--- config.mk ---
export PLATFORM = sky130hd
export DESIGN_NAME = fm_reg_top
export DESIGN_NICKNAME = d
export VERILOG_FILES = /design/src/fm_chip_pkg.sv /design/src/fm_bus_pkg.sv /design/src/reg_write_if.sv /design/src/axil_reg_port.sv /design/src/reg_write_queue.sv /design/src/chip_clk_div.sv /design/src/reg_decoder.sv /design/src/fm_reg_top.sv
export SDC_FILE = /design/constraint.sdc
export NUM_CORES = 1
export LEC_CHECK = 0
export BUFFER_PORTS_ARGS = -buffer_cell sky130_fd_sc_hd__buf_2
export CAP_MARGIN = 20
export CORE_ASPECT_RATIO = 0.6
export CORE_UTILIZATION = 44
export CTS_CLUSTER_DIAMETER = 100
export CTS_CLUSTER_SIZE = 14
export DETAILED_ROUTE_END_ITERATION = 10
export GPL_TIMING_DRIVEN = 0
export PLACE_DENSITY = 0.77
export SETUP_SLACK_MARGIN = 0.05
export SYNTH_ARGS = -nofsm -noshare
export SYNTH_HDL_FRONTEND = slang
export SYNTH_SLANG_ARGS = --single-unit
--- constraint.sdc ---
create_clock -name clk -period 6.75 [get_ports clk]
set_clock_uncertainty 0.05 [all_clocks]
set_input_delay 1.35 -clock clk [delete_from_list [all_inputs] [get_ports clk]]
set_output_delay 1.35 -clock clk [all_outputs]
set_load 0.05 [all_outputs]
--- src/fm_chip_pkg.sv ---
// chip-side definitions for the FM register path
// register numbers, update kinds, divider settings and busy length
package fm_chip_pkg;

    // global registers, bank 0 numbering
    localparam logic [7:0] REG_TEST    = 8'h21;
    localparam logic [7:0] REG_LFO     = 8'h22;
    localparam logic [7:0] REG_CLKA1   = 8'h24;
    localparam logic [7:0] REG_CLKA2   = 8'h25;
    localparam logic [7:0] REG_CLKB    = 8'h26;
    localparam logic [7:0] REG_TIMER   = 8'h27;
    localparam logic [7:0] REG_KON     = 8'h28;
    localparam logic [7:0] REG_PCM     = 8'h2A;
    localparam logic [7:0] REG_PCM_EN  = 8'h2B;
    localparam logic [7:0] REG_DACTEST = 8'h2C;
    localparam logic [7:0] REG_CLK_N6  = 8'h2D;
    localparam logic [7:0] REG_CLK_N3  = 8'h2E;
    localparam logic [7:0] REG_CLK_N2  = 8'h2F;

    // kind of per-slot update sent to the parameter store
    typedef enum logic [3:0] {
        UPD_NONE    = 4'd0,
        UPD_FNUM    = 4'd1,  // fnum low, block/fnum high rides along
        UPD_ALG_FB  = 4'd2,
        UPD_PMS_AMS = 4'd3,
        UPD_DT_MUL  = 4'd4,
        UPD_TL      = 4'd5,
        UPD_KS_AR   = 4'd6,
        UPD_AM_DR   = 4'd7,
        UPD_SR      = 4'd8,
        UPD_SL_RR   = 4'd9,
        UPD_SSG_EG  = 4'd10,
        UPD_KEYON   = 4'd11
    } upd_kind_t;

    // prescaler selection, 01 is not a valid setting
    typedef enum logic [1:0] {
        DIV_2 = 2'b00,
        DIV_6 = 2'b10,
        DIV_3 = 2'b11
    } div_sel_t;

    localparam int BUSY_ENABLES = 32; // chip enables per data write

endpackage

--- src/fm_bus_pkg.sv ---
// bus-side definitions for the FM register path
// AXI4-Lite response codes, slot decoding and record queue sizing
package fm_bus_pkg;

    localparam int AXI_ADDR_W = 4;

    localparam logic [1:0] RESP_OKAY   = 2'b00;
    localparam logic [1:0] RESP_SLVERR = 2'b10;

    // address bits that pick bank and slot
    localparam int PORT_BIT = 3;
    localparam int SLOT_BIT = 2; // 0 address slot, 1 data slot

    localparam int QUEUE_DEPTH = 8;
    localparam int LEVEL_W     = 4; // holds 0 to QUEUE_DEPTH

    // one host write as seen by the chip
    typedef struct packed {
        logic       port;    // bank, channels 0-2 or 3-5
        logic       is_data; // data slot write
        logic [7:0] value;   // register number or data byte
    } reg_wr_t;

endpackage

--- src/reg_write_if.sv ---
// register-write record link with valid/ready handshake
// src drives records, snk accepts them
interface reg_write_if import fm_bus_pkg::*; ();

    logic    valid;
    logic    ready;
    reg_wr_t rec;

    modport src (
        output valid,
        output rec,
        input  ready
    );

    modport snk (
        input  valid,
        input  rec,
        output ready
    );

endinterface

--- src/axil_reg_port.sv ---
// AXI4-Lite slave front end that turns each accepted write into a record
// reads return the status byte
module axil_reg_port import fm_bus_pkg::*; (
    input  logic                  clk,
    input  logic                  rst,
    // write address and data
    input  logic [AXI_ADDR_W-1:0] awaddr,
    input  logic                  awvalid,
    output logic                  awready,
    input  logic [31:0]           wdata,
    input  logic [3:0]            wstrb,
    input  logic                  wvalid,
    output logic                  wready,
    // write response
    output logic [1:0]            bresp,
    output logic                  bvalid,
    input  logic                  bready,
    // read
    input  logic [AXI_ADDR_W-1:0] araddr,
    input  logic                  arvalid,
    output logic                  arready,
    output logic [31:0]           rdata,
    output logic [1:0]            rresp,
    output logic                  rvalid,
    input  logic                  rready,
    // status sources
    input  logic                  busy,
    input  logic [LEVEL_W-1:0]    level,
    input  logic                  full,
    reg_write_if.src              wr
);

    logic wr_accept;
    logic rd_accept;
    logic [7:0] status;

    // address and data arrive together with one write in flight
    assign wr_accept = awvalid && wvalid && !bvalid && wr.ready;
    assign awready   = wr_accept;
    assign wready    = wr_accept;

    // lane 0 carries the byte and a write without it makes no record
    assign wr.valid       = awvalid && wvalid && !bvalid && wstrb[0];
    assign wr.rec.port    = awaddr[PORT_BIT];
    assign wr.rec.is_data = awaddr[SLOT_BIT];
    assign wr.rec.value   = wdata[7:0];

    always_ff @(posedge clk) begin
        if (rst) begin
            bvalid <= 1'b0;
            bresp  <= RESP_OKAY;
        end else if (wr_accept) begin
            bvalid <= 1'b1;
            bresp  <= wstrb[0] ? RESP_OKAY : RESP_SLVERR;
        end else if (bready) begin
            bvalid <= 1'b0;
        end
    end

    assign status = {busy, full, 2'b00, level};

    assign rd_accept = arvalid && !rvalid;
    assign arready   = rd_accept;

    always_ff @(posedge clk) begin
        if (rst) begin
            rvalid <= 1'b0;
        end else if (rd_accept) begin
            rvalid <= 1'b1;
        end else if (rready) begin
            rvalid <= 1'b0;
        end
    end

    // read payload taken with the address
    always_ff @(posedge clk) begin
        if (rd_accept) begin
            rdata <= {24'h0, status};
            // misaligned read gets an error but still returns the status
            rresp <= (araddr[1:0] == 2'b00) ? RESP_OKAY : RESP_SLVERR;
        end
    end

    // response must be held until the host takes it
    assert property (@(posedge clk) disable iff (rst)
        bvalid && !bready |=> bvalid);

endmodule

--- src/reg_write_queue.sv ---
// record FIFO between bus front end and decoder
// back-pressures the bus when full, level goes to the status byte
module reg_write_queue import fm_bus_pkg::*; (
    input  logic               clk,
    input  logic               rst,
    reg_write_if.snk           in,
    reg_write_if.src           out,
    output logic [LEVEL_W-1:0] level,
    output logic               full
);

    reg_wr_t mem [QUEUE_DEPTH];

    logic [LEVEL_W-2:0] wr_ptr; // wraps at QUEUE_DEPTH
    logic [LEVEL_W-2:0] rd_ptr;
    logic [LEVEL_W-1:0] count;
    logic push;
    logic pop;

    assign push = in.valid && in.ready;
    assign pop  = out.valid && out.ready;

    always_ff @(posedge clk) begin
        if (push)
            mem[wr_ptr] <= in.rec;
    end

    always_ff @(posedge clk) begin
        if (rst) begin
            wr_ptr <= '0;
            rd_ptr <= '0;
            count  <= '0;
        end else begin
            if (push)
                wr_ptr <= wr_ptr + 1'b1;
            if (pop)
                rd_ptr <= rd_ptr + 1'b1;
            case ({push, pop})
                2'b10:   count <= count + 1'b1;
                2'b01:   count <= count - 1'b1;
                default: count <= count; // none or both
            endcase
        end
    end

    assign full      = (count == LEVEL_W'(QUEUE_DEPTH));
    assign level     = count;
    assign in.ready  = !full;
    assign out.valid = (count != '0);
    assign out.rec   = mem[rd_ptr]; // head, visible the cycle after push

    // a full queue only drains, never overflows
    assert property (@(posedge clk) disable iff (rst)
        full && !pop |=> count == $past(count));

endmodule

--- src/chip_clk_div.sv ---
// prescaler for the chip clock enable, one pulse every 6, 3 or 2 clk
module chip_clk_div import fm_chip_pkg::*; (
    input  logic     clk,
    input  logic     rst,
    input  div_sel_t div,
    output logic     ce
);

    logic [2:0] cnt;
    logic [2:0] reload;

    always_comb begin
        case (div)
            DIV_2:   reload = 3'd1;
            DIV_3:   reload = 3'd2;
            default: reload = 3'd5; // DIV_6
        endcase
    end

    // new setting is picked up at the next reload
    always_ff @(posedge clk) begin
        if (rst)
            cnt <= '0;
        else if (cnt == '0)
            cnt <= reload;
        else
            cnt <= cnt - 1'b1;
    end

    assign ce = (cnt == '0);

endmodule

--- src/reg_decoder.sv ---
// chip register decoder, applies records to the global registers,
// sends per-slot update strobes and runs busy and the prescaler
module reg_decoder import fm_chip_pkg::*; (
    input  logic       clk,
    input  logic       rst,
    reg_write_if.snk   wr,
    output logic       busy,
    // test bits
    output logic       eg_stop,
    output logic       pg_stop,
    output logic       fast_timers,
    // LFO
    output logic       lfo_en,
    output logic [2:0] lfo_freq,
    // timers
    output logic [9:0] value_a,
    output logic [7:0] value_b,
    output logic       load_a,
    output logic       load_b,
    output logic       irq_en_a,
    output logic       irq_en_b,
    output logic       clr_flag_a,
    output logic       clr_flag_b,
    output logic       csm,
    output logic       effect,
    // PCM
    output logic [8:0] pcm,
    output logic       pcm_en,
    // update strobe to the parameter store
    output logic       upd_valid,
    output upd_kind_t  upd_kind,
    output logic [2:0] upd_ch,
    output logic [1:0] upd_op,
    output logic [7:0] upd_data,
    output logic [5:0] upd_fnum_hi
);

    logic [7:0] sel_reg; // register picked by the last address write
    logic [5:0] fnum_latch;
    logic [$clog2(BUSY_ENABLES)-1:0] busy_cnt;
    div_sel_t div;
    upd_kind_t kind;
    logic ce;
    logic hs;
    logic data_hs;
    logic [7:0] din;

    chip_clk_div u_div (
        .clk (clk),
        .rst (rst),
        .div (div),
        .ce  (ce)
    );

    // data records wait while busy, address records always pass
    assign wr.ready = !wr.rec.is_data || !busy;
    assign hs       = wr.valid && wr.ready;
    assign data_hs  = hs && wr.rec.is_data;
    assign din      = wr.rec.value;

    always_comb begin
        kind = UPD_NONE;
        if (sel_reg[1:0] != 2'b11) begin // slot 3 of a group does not exist
            casez (sel_reg)
                REG_KON:             kind = UPD_KEYON;
                8'h3?:               kind = UPD_DT_MUL;
                8'h4?:               kind = UPD_TL;
                8'h5?:               kind = UPD_KS_AR;
                8'h6?:               kind = UPD_AM_DR;
                8'h7?:               kind = UPD_SR;
                8'h8?:               kind = UPD_SL_RR;
                8'h9?:               kind = UPD_SSG_EG;
                8'hA0, 8'hA1, 8'hA2: kind = UPD_FNUM;
                8'hB0, 8'hB1, 8'hB2: kind = UPD_ALG_FB;
                8'hB4, 8'hB5, 8'hB6: kind = UPD_PMS_AMS;
                default:             kind = UPD_NONE;
            endcase
        end
    end

    always_ff @(posedge clk) begin
        if (rst) begin
            sel_reg     <= 8'h00;
            div         <= DIV_6;
            fnum_latch  <= 6'd0;
            {eg_stop, pg_stop, fast_timers} <= 3'b000;
            {lfo_en, lfo_freq} <= 4'h0;
            value_a     <= 10'd0;
            value_b     <= 8'd0;
            {clr_flag_b, clr_flag_a, irq_en_b, irq_en_a, load_b, load_a} <= 6'd0;
            csm         <= 1'b0;
            effect      <= 1'b0;
            pcm         <= 9'd0;
            pcm_en      <= 1'b0;
        end else begin
            if (ce)
                {clr_flag_b, clr_flag_a} <= 2'b00; // one-shot, a write below wins
            if (hs && !wr.rec.is_data)
                sel_reg <= din;
            if (data_hs) begin
                case (sel_reg)
                    REG_TEST: begin
                        eg_stop     <= din[5];
                        pg_stop     <= din[3];
                        fast_timers <= din[2];
                    end
                    REG_LFO:     {lfo_en, lfo_freq} <= din[3:0];
                    REG_CLKA1:   value_a[9:2] <= din;
                    REG_CLKA2:   value_a[1:0] <= din[1:0];
                    REG_CLKB:    value_b <= din;
                    REG_TIMER: begin
                        effect <= |din[7:6];
                        csm    <= (din[7:6] == 2'b10);
                        {clr_flag_b, clr_flag_a, irq_en_b, irq_en_a, load_b, load_a} <= din[5:0];
                    end
                    REG_PCM:     pcm[8:1] <= din;
                    REG_DACTEST: pcm[0] <= din[3];
                    REG_PCM_EN:  pcm_en <= din[7];
                    REG_CLK_N6:  div <= (div == DIV_3) ? DIV_3 : DIV_6;
                    REG_CLK_N3:  div <= DIV_3;
                    REG_CLK_N2:  div <= DIV_2;
                    // one high latch shared by all channels
                    8'hA4, 8'hA5, 8'hA6, 8'hAC, 8'hAD, 8'hAE: fnum_latch <= din[5:0];
                    default: ;
                endcase
            end
        end
    end

    always_ff @(posedge clk) begin
        if (rst)
            upd_valid <= 1'b0;
        else
            upd_valid <= data_hs && (kind != UPD_NONE);
    end

    // strobe payload
    always_ff @(posedge clk) begin
        if (data_hs && kind != UPD_NONE) begin
            upd_kind    <= kind;
            upd_op      <= sel_reg[3:2];
            upd_data    <= din;
            upd_fnum_hi <= fnum_latch;
            if (kind == UPD_KEYON)
                upd_ch <= din[2:0]; // bit 2 picks the bank
            else
                upd_ch <= {wr.rec.port, sel_reg[1:0]};
        end
    end

    // busy for BUSY_ENABLES chip clocks after each data write
    always_ff @(posedge clk) begin
        if (rst) begin
            busy     <= 1'b0;
            busy_cnt <= '0;
        end else if (data_hs) begin
            busy     <= 1'b1;
            busy_cnt <= '0;
        end else if (ce && busy) begin
            if (busy_cnt == $bits(busy_cnt)'(BUSY_ENABLES - 1))
                busy <= 1'b0;
            busy_cnt <= busy_cnt + 1'b1;
        end
    end

    assert property (@(posedge clk) disable iff (rst)
        upd_valid |-> upd_kind != UPD_NONE);

    assert property (@(posedge clk) disable iff (rst)
        $rose(busy) |-> $past(data_hs));

endmodule

--- src/fm_reg_top.sv ---
// FM chip register write path, AXI4-Lite in, global registers and
// update strobes out
module fm_reg_top import fm_chip_pkg::*, fm_bus_pkg::*; (
    input  logic                  clk,
    input  logic                  rst,
    input  logic [AXI_ADDR_W-1:0] awaddr,
    input  logic                  awvalid,
    output logic                  awready,
    input  logic [31:0]           wdata,
    input  logic [3:0]            wstrb,
    input  logic                  wvalid,
    output logic                  wready,
    output logic [1:0]            bresp,
    output logic                  bvalid,
    input  logic                  bready,
    input  logic [AXI_ADDR_W-1:0] araddr,
    input  logic                  arvalid,
    output logic                  arready,
    output logic [31:0]           rdata,
    output logic [1:0]            rresp,
    output logic                  rvalid,
    input  logic                  rready,
    output logic                  busy,
    output logic                  eg_stop,
    output logic                  pg_stop,
    output logic                  fast_timers,
    output logic                  lfo_en,
    output logic [2:0]            lfo_freq,
    output logic [9:0]            value_a,
    output logic [7:0]            value_b,
    output logic                  load_a,
    output logic                  load_b,
    output logic                  irq_en_a,
    output logic                  irq_en_b,
    output logic                  clr_flag_a,
    output logic                  clr_flag_b,
    output logic                  csm,
    output logic                  effect,
    output logic [8:0]            pcm,
    output logic                  pcm_en,
    output logic                  upd_valid,
    output upd_kind_t             upd_kind,
    output logic [2:0]            upd_ch,
    output logic [1:0]            upd_op,
    output logic [7:0]            upd_data,
    output logic [5:0]            upd_fnum_hi
);

    logic [LEVEL_W-1:0] level;
    logic               full;

    reg_write_if bus_wr ();
    reg_write_if dec_wr ();

    axil_reg_port u_port (
        .clk, .rst,
        .awaddr, .awvalid, .awready, .wdata, .wstrb, .wvalid, .wready,
        .bresp, .bvalid, .bready,
        .araddr, .arvalid, .arready, .rdata, .rresp, .rvalid, .rready,
        .busy, .level, .full,
        .wr (bus_wr)
    );

    reg_write_queue u_queue (
        .clk, .rst,
        .in    (bus_wr),
        .out   (dec_wr),
        .level (level),
        .full  (full)
    );

    reg_decoder u_dec (
        .clk, .rst,
        .wr (dec_wr),
        .busy, .eg_stop, .pg_stop, .fast_timers, .lfo_en, .lfo_freq,
        .value_a, .value_b, .load_a, .load_b, .irq_en_a, .irq_en_b,
        .clr_flag_a, .clr_flag_b, .csm, .effect, .pcm, .pcm_en,
        .upd_valid, .upd_kind, .upd_ch, .upd_op, .upd_data, .upd_fnum_hi
    );

endmodule

# After elaboration in Yosys (flattened, before gate mapping)
# Memory sizes are Yosys's and may differ from the RTL's. A register that Yosys moved wholly into a read port is not among the register bits.
# Cells that the tools add are included.
# totals
in_bits,51
memories,1
elab_cells,162
output_inout_bits,109
regBits,114
ram_bits,80
# op_classes
reduce_logical,46
addsub,6
eq_ne,43
muxes,27
# mem_list
memory,depth,width,rd,rd_clocked_by_memory_dff,wr,line,text
u_queue.mem,8,10,1,1,1,reg_write_queue.sv:12,reg_wr_t mem [QUEUE_DEPTH];
# op_table
cell,count
8-bit equality test (second input constant),15
8-bit by 6-bit equality test with 1-bit output (second input constant),13
4-bit case mux with 11 select lines,1
2-bit AND reduction,12
4-bit by 3-bit equality test with 1-bit output (second input constant),4
4-bit equality test (second input constant),4
1-bit two-way mux,16
3-bit two-way mux,4
1-bit logical AND,11
2-bit nonzero test,5
3-bit OR reduction,3
4-bit case mux with 2 select lines,1
4-bit nonzero test,2
3-bit by 1-bit adder with 3-bit output (second input constant),2
2-bit equality test (second input constant),3
2-bit case mux with 3 select lines,1
3-bit case mux with 2 select lines,1
6-bit OR reduction,1
5-bit by 1-bit adder with 5-bit output (second input constant),1
5-bit equality test (second input constant),1
1-bit logical NOT,5
4-bit by 1-bit adder with 4-bit output (second input constant),1
4-bit by 2-bit equality test with 1-bit output (second input constant),1
2-bit logical NOT,2
10 further kinds,12

# Depth between registers and ports, before layout
# Gate-level depths: netlist (run 1).
# depth
depth_word,6
depth_mapped,11
mapped_depth_nobuf,10

# Modules after synthesis
# From an unflattened synthesis (run 1), not the netlist that was laid out.
# unflattened
cells_unflattened,588
area_unflattened_um2,8008.9
# by_module_without_submodules
mod,instances,area_per_inst_um2,seq_area_each_um2,cells_per_inst
reg_write_queue,1,3671.0,2662.6,190
reg_decoder,1,3492.1,2011.9,319
axil_reg_port,1,658.1,270.3,61
chip_clk_div,1,187.7,60.1,18

# Worst setup path after synthesis (run 1)
# No wires, ideal clock.
# synth_timing
path_kind,input to register
startpoint,in awvalid
endpoint,"mem u_queue.mem[0][0] in the netlist's numbering, enable pin"
stages,5
path_buffers,0
required_time_ns,6.310
setup_time_ns,0.390
setup_slack_ns,2.744
t_arrival_ns,3.566
cell_sequence,nand2_1 -> nor3_2 -> nand2_1 -> or2_2 -> nor3_1
# synth_between
elab_chain_cells,6
# synth_rtl
element,line,text
"start, declared",fm_reg_top.sv:7,"input logic awvalid,"
1-bit logical AND (3 in series),axil_reg_port.sv:43,assign wr.valid = awvalid && wvalid && !bvalid && wstrb[0];
1-bit logical AND,reg_write_queue.sv:20,assign push = in.valid && in.ready;
1-bit two-way mux,reg_write_queue.sv:24,if (push)
1-bit two-way mux (implied by the code),reg_write_queue.sv:25,mem[wr_ptr] <= in.rec;
"end, declared",reg_write_queue.sv:12,
# Every way passes these cells.

# Final worst setup path (run 1)
# layout_timing
startpoint,in arvalid
endpoint,out arready
# layout_between
elab_chain_cells,1
# layout_rtl
element,line,text
"start, declared",fm_reg_top.sv:17,"input logic arvalid,"
1-bit logical AND,axil_reg_port.sv:62,assign rd_accept = arvalid && !rvalid;
"end, declared",fm_reg_top.sv:18,"output logic arready,"
# Every way passes these cells.

==> run metrics, run 1 <==
status=completed; Layout area overhead=19.13%; port bufs=between 90 and 100; CP startpoint kind=input pin; post-route setup TNS=0 ns; slowest cell on the critical path=nor2b_1; DR WL met2=7.634 mm; Sink Count=approximately 200; total gr overflow=0; Max IR drop VDD=0.2279 mV; WL met3=around 2.2 mm; share of post-route cells with drive strength above 1=28.62%; Final Cycle Share=between 50% and 60%; multi-input logic area=0.002856 mm²; post-CTS sizing=0; max incr delay on CP=between 0.5 and 0.6 ns; Top Metal Used=met4; FF+latch count, synth=195; num rows=38; Yosys top cell by area=edfxtp_1; Via density=between 5 and 6; drt first pass iters=6; synth warn=0; Post-Syn Area=a little over 0.008 mm²; critical path class=input pin to output port; Clock Latency Late Sink=between 0.4 and 0.5 ns; DR iter-0 viols=532; Detail Route Antenna Nets=0; pwr/cell area=367.2 mW/mm²; reg2reg setup slack=roughly 3.7 ns; Ports=160; top post-synthesis cells by area=edfxtp_1 40%, dfxtp_1 21%, mux2i_1 5.4%, mux4_2 4.4%, buf_4 3.0%; DIE AREA=between 0.015 and 0.02 mm²; Hold Slack=between 0.3 and 0.4 ns; number of flip-flops in the largest register=80; Inserted Clock Buffers=17; routed wire length=19.53 mm; number of global-route vias before repair=around 5,100; CTS Hold Buffers Added=0; GRT Overall Usage=20.94%; Top reg by flops=u_queue.mem; Synth cell types=between 60 and 70; GP Congestion=between 0.8 and 0.9; Post-CTS Setup Bufs=0; dpl hpwl=13.77 mm; final worst path period need=between 3 and 4 ns; top cell type's share of synthesized area=about two fifths; post-synthesis instance total=641; slew at the pin closest to its max-slew limit=between 1 and 1.5 ns; Via Count=around 5,600; Min-Delay Path Class=flop to flop; Most used DFF post-synth=edfxtp_1; fin nets=between 800 and 900; critical path data required time=5.35 ns; Max-Slew Margin vs Limit=22.87%; RSZ-0062 raised after global routing=false; Seq/Total Area, Yosys=between 60% and 70%; Lkg Pwr=roughly 0.0038 µW; Fmax=~270 MHz; crit path DAT=approximately 2.4 ns; top flop regs=u_queue.mem (80), u_dec.value_a (10), u_dec.pcm (9); CP endpoint kind=output port; Bufs on Longest Clock Path=2; Routed WL per cell=roughly 19 µm; number of antenna violations at the first check in global routing=0; Endpoint, Worst Hold=u_dec.upd_op[0]$_DFFE_PP_; synth cell count leaders=110 x edfxtp_1, 85 x dfxtp_1, 65 x nor2_1, 44 x mux2i_1, 42 x nor3_1; hold path depth=0; Max-cap violations=0; CTS tree=yes; met1 WL=9.378 mm; initial core utilization=a little under half; top-count cell post-synth=edfxtp_1; r2r endpoint=u_queue.level[3]$_SDFFE_PP0P_; die width=about 180 µm; Reg area=~0.0050 mm²; die height=around 110 µm; DRC=0; Crit Path Max Fanout=8; Placed Cells incl. Taps=1,011; final setup fails=0; critical path's most frequent cell=buf_2; Fillers=between 1,500 and 2,000; hold wc startpoint=u_dec.sel_reg[2]$_SDFFE_PP0P_; syn avg cell area=between 10 and 15 µm²; max-slew violation count=0; final hold viol count=0; ant diodes=0; Worst R2R Path Depth=11; Tot Pwr=roughly 3600 µW; H-tree levels=4; Clock Pin Slew Worst Setup and Hold Paths=approximately 0.070 ns; CP Cell Sequence=buf_2 > nor2b_1 > buf_2; largest net degree at the start of global routing=20; Post-synth EDFFs=between 100 and 150; ys async rst share=0%; clk root buf=clkbuf_16; first-pass GRT wire length=approximately 30 mm; Core Box Area=around 0.018 mm²; Non-Filler Instances=between 1,000 and 1,500
-- layout by cell type (no fill, tap or decap), drive strengths merged, types with 8 or more instances in the layout --
| cell type | Yosys | routed |
|---|---|---|
| mux4 | 16 | 16 |
| mux2i | 44 | 44 |
| or2 | 8 | 8 |
| buf | 48 | 155 |
| inv | 14 | 20 |
| a21oi | 36 | 36 |
| ha | 11 | 11 |
| a211oi | 8 | 8 |
| clkbuf | 16 | 34 |
| nor3 | 45 | 45 |
| a311oi | 8 | 8 |
| conb | 1 | 28 |
| dfxtp | 85 | 85 |
| edfxtp | 110 | 110 |
| nor2 | 65 | 65 |
| nand2b | 12 | 12 |
| nand2 | 16 | 16 |
| nand3 | 12 | 12 |
-- routing by layer --
| layer | up-vias | GRT usage, % |
|---|---|---|
| met5 | - | 0 |
| met4 | 0 | 6.538 |
| met3 | 33 | 6.356 |
| met2 | 279 | 27.88 |
| met1 | 2685 | 31.89 |
| li1 | 2632 | - |
-- logic make-up (layout without fill, tap and decap cells) --
group | Yosys count | count (layout) | share of synthesized area, %
adder cells (fa/ha/maj) | 12 | 12 | 1.921
flip-flops | 195 | 195 | 60.98
AO/OA/AOI/OAI | 83 | 83 | 7.089
XOR/XNOR | 10 | 10 | 1.067
other | 1 | 28 | 0.04569
multiplexers | 66 | 66 | 10.63
buffers and inverters | 78 | 217 | 5.595
AND/OR/NAND/NOR | 196 | 196 | 12.67
-- critical path: cells and delay by family --
| family | cells | cell delay (ns) |
|---|---|---|
| buffers and inverters | 2 | 0.47 |
| and+or+nand+nor | 1 | 0.53 |
-- area by class of cell --
type,count,area share (%)
Clock inverter,14,1.446
Buffer,64,4.159
Sequential cell,195,51.19
Inverter,14,0.5375
Timing Repair Buffer,107,5.989
Tap cell,240,3.071
Multi-Input combinational cell,395,29.22
Clock buffer,18,4.390
-- worst max path at each step --
stage	start	end	slack, ns	cells after the start
finish	arvalid	arready	3.00	3
global route	arvalid	arready	2.87	3
CTS	arvalid	arready	2.96	3
detailed placement	awvalid	u_queue.mem[4][1]$_DFFE_PP_	2.89	6
global placement	awvalid	u_queue.mem[0][3]$_DFFE_PP_	2.48	6
floorplan	awvalid	u_queue.mem[0][0]$_DFFE_PP_	2.74	5
-- per-stage QoR --
step / cell area, µm² / worst slack [ns] / util (%)
2_1_floorplan: 8308 / 2.744 / -
3_3_place_gp: 9104 / 2.477 / 50.12
3_5_place_dp: 9165 / 2.892 / 50.46
4_1_cts: 9736 / 2.959 / 53.60
5_1_grt: 9777 / 2.867 / 53.83
6_report: 9777 / 2.998 / 53.83
-- power by group --
group	switching, µW	leakage (µW)	internal (µW)	total [µW]
logic	797	0.00188	382	1180
registers	62.5	0.00169	1370	1440
clock network	484	0.000275	491	975
total	1340	0.00384	2250	3590
(Power assumes the default switching activity.)
==> run 2: changes to the inputs <==
- PLACE_DENSITY: 0.77 -> 0.79
- clock period: 6.75 -> 3 ns (I/O delays scaled with it)
==> run 2 against run 1 <==
  * Design area is 0.15% higher
  * Die area stayed put
  * Clock power is 130% higher
  * Combinational power is 130% higher
  * Routed wire length is 1.4% lower
  * Clock-buffer cell count is 1 lower
  * Via count hardly changed
  * Cell count is 0.29% lower
  * Global-route usage hardly changed
  * Critical endpoint is now u_queue.level[3]$_SDFFE_PP0P_
  * Worst hold slack worse by 0.089 ns
  * Worst setup slack worse by 2.8 ns
  * Critical path depth is 8 higher
==> run metrics, run 2 (synthesis gave the netlist of run 1 again) <==
status=completed; GP Congestion=0.8991 (+2.9%); ant diodes=0 (unchanged); Endpoint, Worst Hold=u_port.rvalid$_SDFFE_PP0P_; clk root buf=clkbuf_16; number of global-route vias before repair=5,157 (+0.59%); crit path DAT=3.14 ns (+0.79 ns); max-slew violation count=0 (unchanged); final worst path period need=roughly 2.8 ns; Routed WL per cell=18.45 µm (-1.1%); critical path data required time=3.32 ns (-2.03 ns); number of antenna violations at the first check in global routing=0 (unchanged); number of flip-flops in the largest register=80 (unchanged); Pint=5083 µW (+130%); Layout area overhead=19.32%; Inserted Clock Buffers=17 (unchanged); Setup WS pre-CTS=-0.01094 ns (-2.903 ns); Gate power share=32.9% (about the same); Placed Cells incl. Taps=1,010 (-0.099%); Crit Path Max Fanout=9 (+1); share of post-route cells with drive strength above 1=29.23% (+0.60 points); Core Box Area=0.01816 mm² (unchanged); DIE AREA=0.01922 mm² (unchanged); met2 GRT Util=29.96% (+2.1 points); initial core utilization=45.18% (unchanged); num rows=38 (unchanged); Clock Pin Slew Worst Setup and Hold Paths=0.07 ns (about the same); Final Util=53.91% (+0.083 points); hold wc startpoint=rready; CTS tree=yes; Sink Count=195 (unchanged); slew at the pin closest to its max-slew limit=1.059 ns (-0.09407 ns); Bufs on Longest Clock Path=2 (unchanged); final hold viol count=0 (unchanged); most common cell after layout, fill and taps aside=edfxtp_1; most frequent cells in the layout=110 x edfxtp_1, 109 x buf_2, 85 x dfxtp_1; die height=107.8 µm (unchanged); hold path depth=2 (+2); first-pass GRT wire length=29.22 mm (-0.98%); Max-cap violations=0 (unchanged); final setup fails=0 (unchanged); Tot Pwr=8164 µW (+130%); Flop pwr share=39.7% (-0.3 points); Lkg Pwr=0.003840 µW (about the same); Ports=160 (unchanged); Fillers=1,523 (+0.59%); Via Count=5,634 (+0.089%); total gr overflow=0 (unchanged); dpl hpwl=13.47 mm (-2.2%); Max-Slew Margin vs Limit=29.16% (+6.3 points); Final Cycle Share=a little over nine tenths; Top reg by flops=u_queue.mem; critical path class=flop to flop; Worst R2R Path Depth=11 (unchanged); Psw=3082 µW (+130%); DR iter-0 viols=447 (-16%); port bufs=99 (unchanged); CTS Hold Buffers Added=0 (unchanged); Fmax=~350 MHz; Clk pwr share=27.5% (+0.3 points); Max IR drop VDD=0.4636 mV (+100%); sw frac=37.74% (+0.31 points); Min-Delay Path Class=input pin to flop; die width=178.3 µm (unchanged); Non-Filler Instances=1,044 (-0.29%); Via density=5.397 (+0.38%); met3 Use GR=6.427% (+0.071 points); CP startpoint kind=flop; fin nets=854 (-0.35%); top flop regs=u_queue.mem (80), u_dec.value_a (10), u_dec.pcm (9); CP endpoint kind=flop; Detail Route Antenna Nets=0 (unchanged); Clock Latency Late Sink=0.44 ns (about the same); routed wire length=19.26 mm (-1.4%); RSZ-0062 raised after global routing=false; pwr/cell area=833.8 mW/mm² (+130%); DRC=0 (unchanged); reg2reg setup slack=0.18 ns (-3.55 ns); r2r endpoint=u_queue.level[3]$_SDFFE_PP0P_; largest net degree at the start of global routing=21 (+5.0%); H-tree levels=4 (unchanged); drt first pass iters=4 (-2); worst setup margin=0.1795 ns (-2.819 ns); GRT Max-Usage Layer=met1; GRT Overall Usage=20.95% (about the same); met1 usage=30.91% (-0.98 points)
[run 2: changes by cell type in the layout (fill, tap and decap cells not counted), sizes merged]
cell / before / now
inv: 20 / 23
clkbuf: 34 / 33
clkinvlp: 1 / 0
buf: 155 / 152
clkinv: 7 / 6
[run 2: cell type report]
cell class                      instances  area (µm²)  share of cell area [%]
Clock inverter                         15       162.7                   1.661
Buffer                                 64       406.6                   4.153
Sequential cell                       195        5005                   51.11
Clock buffer                           17       425.4                   4.344
Tap cell                              240       300.3                   3.067
Inverter                               14       52.55                  0.5367
Multi-Input combinational cell        395        2892                   29.53
Timing Repair Buffer                  104       548.0                   5.597
[run 2: routing by layer]
layer / part of all wire [%] / wire length (µm)
met3: 10 / 1919
met1: 47 / 8986
met2: 42 / 8181
met4: 0.88 / 170
met5: 0 / 0
[run 2: worst max-delay path by stage]
stage                                        from                       endpoint  cells past startpoint
finish                                       flop  u_queue.level[3]$_SDFFE_PP0P_                     11
CTS                 u_queue.level[3]$_SDFFE_PP0P_  u_queue.level[3]$_SDFFE_PP0P_                     10
detailed placement                        awvalid    u_queue.mem[6][5]$_DFFE_PP_                      6
floorplan                                 awvalid    u_queue.mem[0][0]$_DFFE_PP_                      5
global route                                 flop  u_queue.level[3]$_SDFFE_PP0P_                     11
global placement                          awvalid    u_queue.mem[0][5]$_DFFE_PP_                      6
[run 2: worst max-delay path, cell delays in order (launching register included)]
cell	delay [ns]
dfxtp_1	0.31
buf_4	0.16
mux2i_2	0.35
a22oi_4	0.19
a31oi_4	0.31
ha_1	0.25
ha_1	0.24
a21o_1	0.17
a21oi_1	0.17
xnor2_1	0.11
or3_1	0.32
a21oi_1	0.14
[run 2: stage by stage]
stage	hold slack (ns)	area, µm²	TNS [ns]
finish	0.2957	9792	0
global route	0.2973	9792	0
CTS	0.2832	9754	0
detailed placement	0.3640	9160	-0.1014
global placement	0.3628	9112	-10.46
floorplan	0.3529	8317	0
[run 2: power groups by stage]
stage	clock [µW]	combinational [µW]	sequential [µW]
floorplan	0	1620	3600
global placement	0	2530	3290
detailed placement	0	2590	3290
CTS	2270	2620	3230
global route	2380	2880	3260
finish	2240	2680	3240
[run 2: timing repair]
action | CTS | global route
setup buffers | 0 | 0
setup endpoints to repair | 10 | 27
resized for setup | 2 | 4
==> run 3: changes to the inputs <==
==> constraint.sdc (replaced) <==
create_clock -name clk -period 3 [get_ports clk]
set_clock_uncertainty 0.05 [all_clocks]
set_input_delay 0.15 -clock clk [delete_from_list [all_inputs] [get_ports clk]]
set_output_delay 0.15 -clock clk [all_outputs]
set_load 0.05 [all_outputs]
==> run 3 against run 2 <==
  * Register-to-register slack hardly changed
  * Routed wire length is 0.59% higher
  * Critical path type unchanged
  * Largest cell class unchanged
  * Highest routed layer unchanged
  * Flip-flop and latch count stayed put
  * Sequential share of layout area is 0.82 points lower
  * Cell count is 1.5% higher
==> run metrics, run 3 (synthesis gave the netlist of run 1 again) <==
pwr/cell area=821.8 mW/mm² (-1.4%); critical path class=flop to flop; largest net degree at the start of global routing=21 (unchanged); Clk pwr share=27.4% (about the same); status=completed; Non-Filler Instances=1,060 (+1.5%); slowest cell on the critical path=mux2i_2; most common cell after layout, fill and taps aside=edfxtp_1; Bufs on Longest Clock Path=2 (unchanged); initial core utilization=45.18% (unchanged); fin nets=870 (+1.9%); multi-input logic area=0.002892 mm² (unchanged); Layout area overhead=21.27%; DRC=0 (unchanged); Crit Path Max Fanout=9 (unchanged); Final Cycle Share=94.32% (+0.30 points); post-route setup TNS=0 ns (unchanged); port bufs=99 (unchanged); dominant delay contributor by cell family on the critical path=compound AO/OA/AOI/OAI gates; Max IR drop VDD=0.4657 mV (+0.45%); Lkg Pwr=0.003907 µW (+1.7%); Gate power share=33.0% (about the same); Fmax=353.4 MHz (-0.32%); number of global-route vias before repair=5,259 (+2.0%); Via Count=5,721 (+1.5%); Tot Pwr=8179 µW (+0.18%); Post-CTS Setup Bufs=0 (unchanged); Pint=5097 µW (+0.27%); clk root buf=clkbuf_16; GP Congestion=0.8991 (unchanged); Min-Delay Path Class=input pin to flop; Psw=3082 µW (about the same); die height=107.8 µm (unchanged); final worst path period need=2.830 ns (+0.009023 ns); DR iter-0 viols=505 (+13%); first-pass GRT wire length=29.48 mm (+0.90%); Max-Slew Margin vs Limit=30.41% (+1.2 points); max-slew violation count=0 (unchanged); Final Util=54.79% (+0.88 points); routed wire length=19.37 mm (+0.59%); H-tree levels=4 (unchanged); met3 Use GR=6.356% (-0.071 points); Placed Cells incl. Taps=1,010 (unchanged); Core Box Area=0.01816 mm² (unchanged); drt first pass iters=5 (+1); final hold viol count=0 (unchanged); met2 GRT Util=30.43% (+0.47 points); GRT Max-Usage Layer=met1; Sink Count=195 (unchanged); GRT Overall Usage=21.08% (+0.13 points); CP Cell Sequence=buf_4 > mux2i_2 > a22oi_4 > a31oi_4 > ha_1 > ha_1 > a21o_1 > a21oi_1 > xnor2_1 > or3_1 > a21oi_1; number of flip-flops in the largest register=80 (unchanged); Ports=160 (unchanged); final setup fails=0 (unchanged); Flop pwr share=39.6% (about the same); CP startpoint kind=flop; Detail Route Antenna Nets=0 (unchanged); CP endpoint kind=flop; RSZ-0062 raised after global routing=false; met1 usage=30.93% (about the same); Reg area=0.005005 mm² (unchanged); max incr delay on CP=0.36 ns (about the same); ant diodes=0 (unchanged); crit path DAT=3.14 ns (about the same); total gr overflow=0 (unchanged); die width=178.3 µm (unchanged); most frequent cells in the layout=110 x edfxtp_1, 109 x buf_2, 85 x dfxtp_1; Fillers=1,506 (-1.1%); Clock Pin Slew Worst Setup and Hold Paths=0.07 ns (about the same); Max-cap violations=0 (unchanged); Routed WL per cell=18.27 µm (-0.93%); Top reg by flops=u_queue.mem; share of post-route cells with drive strength above 1=28.66% (-0.57 points); Hold Slack=0.1264 ns (-0.1693 ns); dpl hpwl=13.47 mm (unchanged); number of antenna violations at the first check in global routing=0 (unchanged); sw frac=37.68% (-0.059 points); slew at the pin closest to its max-slew limit=1.040 ns (-0.01862 ns); num rows=38 (unchanged); top flop regs=u_queue.mem (80), u_dec.value_a (10), u_dec.pcm (9); Via density=5.397 (about the same); Buffers & Inverters on Critical Path=1 (unchanged); DIE AREA=0.01922 mm² (unchanged); Inserted Clock Buffers=17 (unchanged); Clock Latency Late Sink=0.44 ns (about the same); critical path data required time=3.31 ns (about the same); CTS tree=yes
run 3: timing repair:
item / 4_1_cts / 5_1_grt
endpoints found under the setup margin: 10 / 27
hold buffers: 16 / 0
pin swaps: 0 / 0
gates resized for setup: 2 / 4
endpoints found under the hold margin: 84 / 0
run 3: worst min-delay path, cell delays in order:
cell and delay, ns:
buf_2 0.09, nand2_1 0.09, nor3_4 0.08, nand3_1 0.08
a21oi_1 0.06
run 3: path summary, 6_finish.rpt:
kind                                                    start                              to  slack [ns]  depth (start not counted)
worst max-delay path                                     flop   u_queue.level[3]$_SDFFE_PP0P_        0.17                         11
worst max register to register                           flop   u_queue.level[3]$_SDFFE_PP0P_        0.17                         11
worst min-delay path                                   wvalid  u_queue.wr_ptr[1]$_SDFFE_PP0P_        0.13                          5
worst min register to register  u_dec.sel_reg[2]$_SDFFE_PP0P_       u_dec.upd_op[0]$_DFFE_PP_        0.39                          0
run 3: cell type report:
cell class                 instances  share of cell area [%]
multi-input combinational        395                   29.05
sequential                       195                   50.29
tap                              240                   3.017
clock inverter                    15                   1.634
clock buffer                      17                   4.275
buffer                            64                   4.086
inverter                          14                  0.5280
timing repair buffer             120                   7.116
run 3: metrics by stage:
step	setup slack, ns	cell area (µm²)
5_1_grt	0.05642	9952
3_5_place_dp	0.06514	9160
6_report	0.1705	9952
4_1_cts	0.06942	9915
2_1_floorplan	0.09636	8317
3_3_place_gp	-0.3572	9112
run 3: power by group through the flow:
stage	Combinational [µW]	Sequential [µW]	Clock, µW
2_1_floorplan	1620	3600	0
3_3_place_gp	2530	3290	0
3_5_place_dp	2590	3290	0
4_1_cts	2640	3230	2270
5_1_grt	2890	3260	2380
6_report	2700	3240	2240
run 3: metal layers:
metal	vias up	wire length [µm]
li1	2643	-
met1	2807	9038
met2	257	8317
met3	14	1857
met4	0	157
met5	-	0
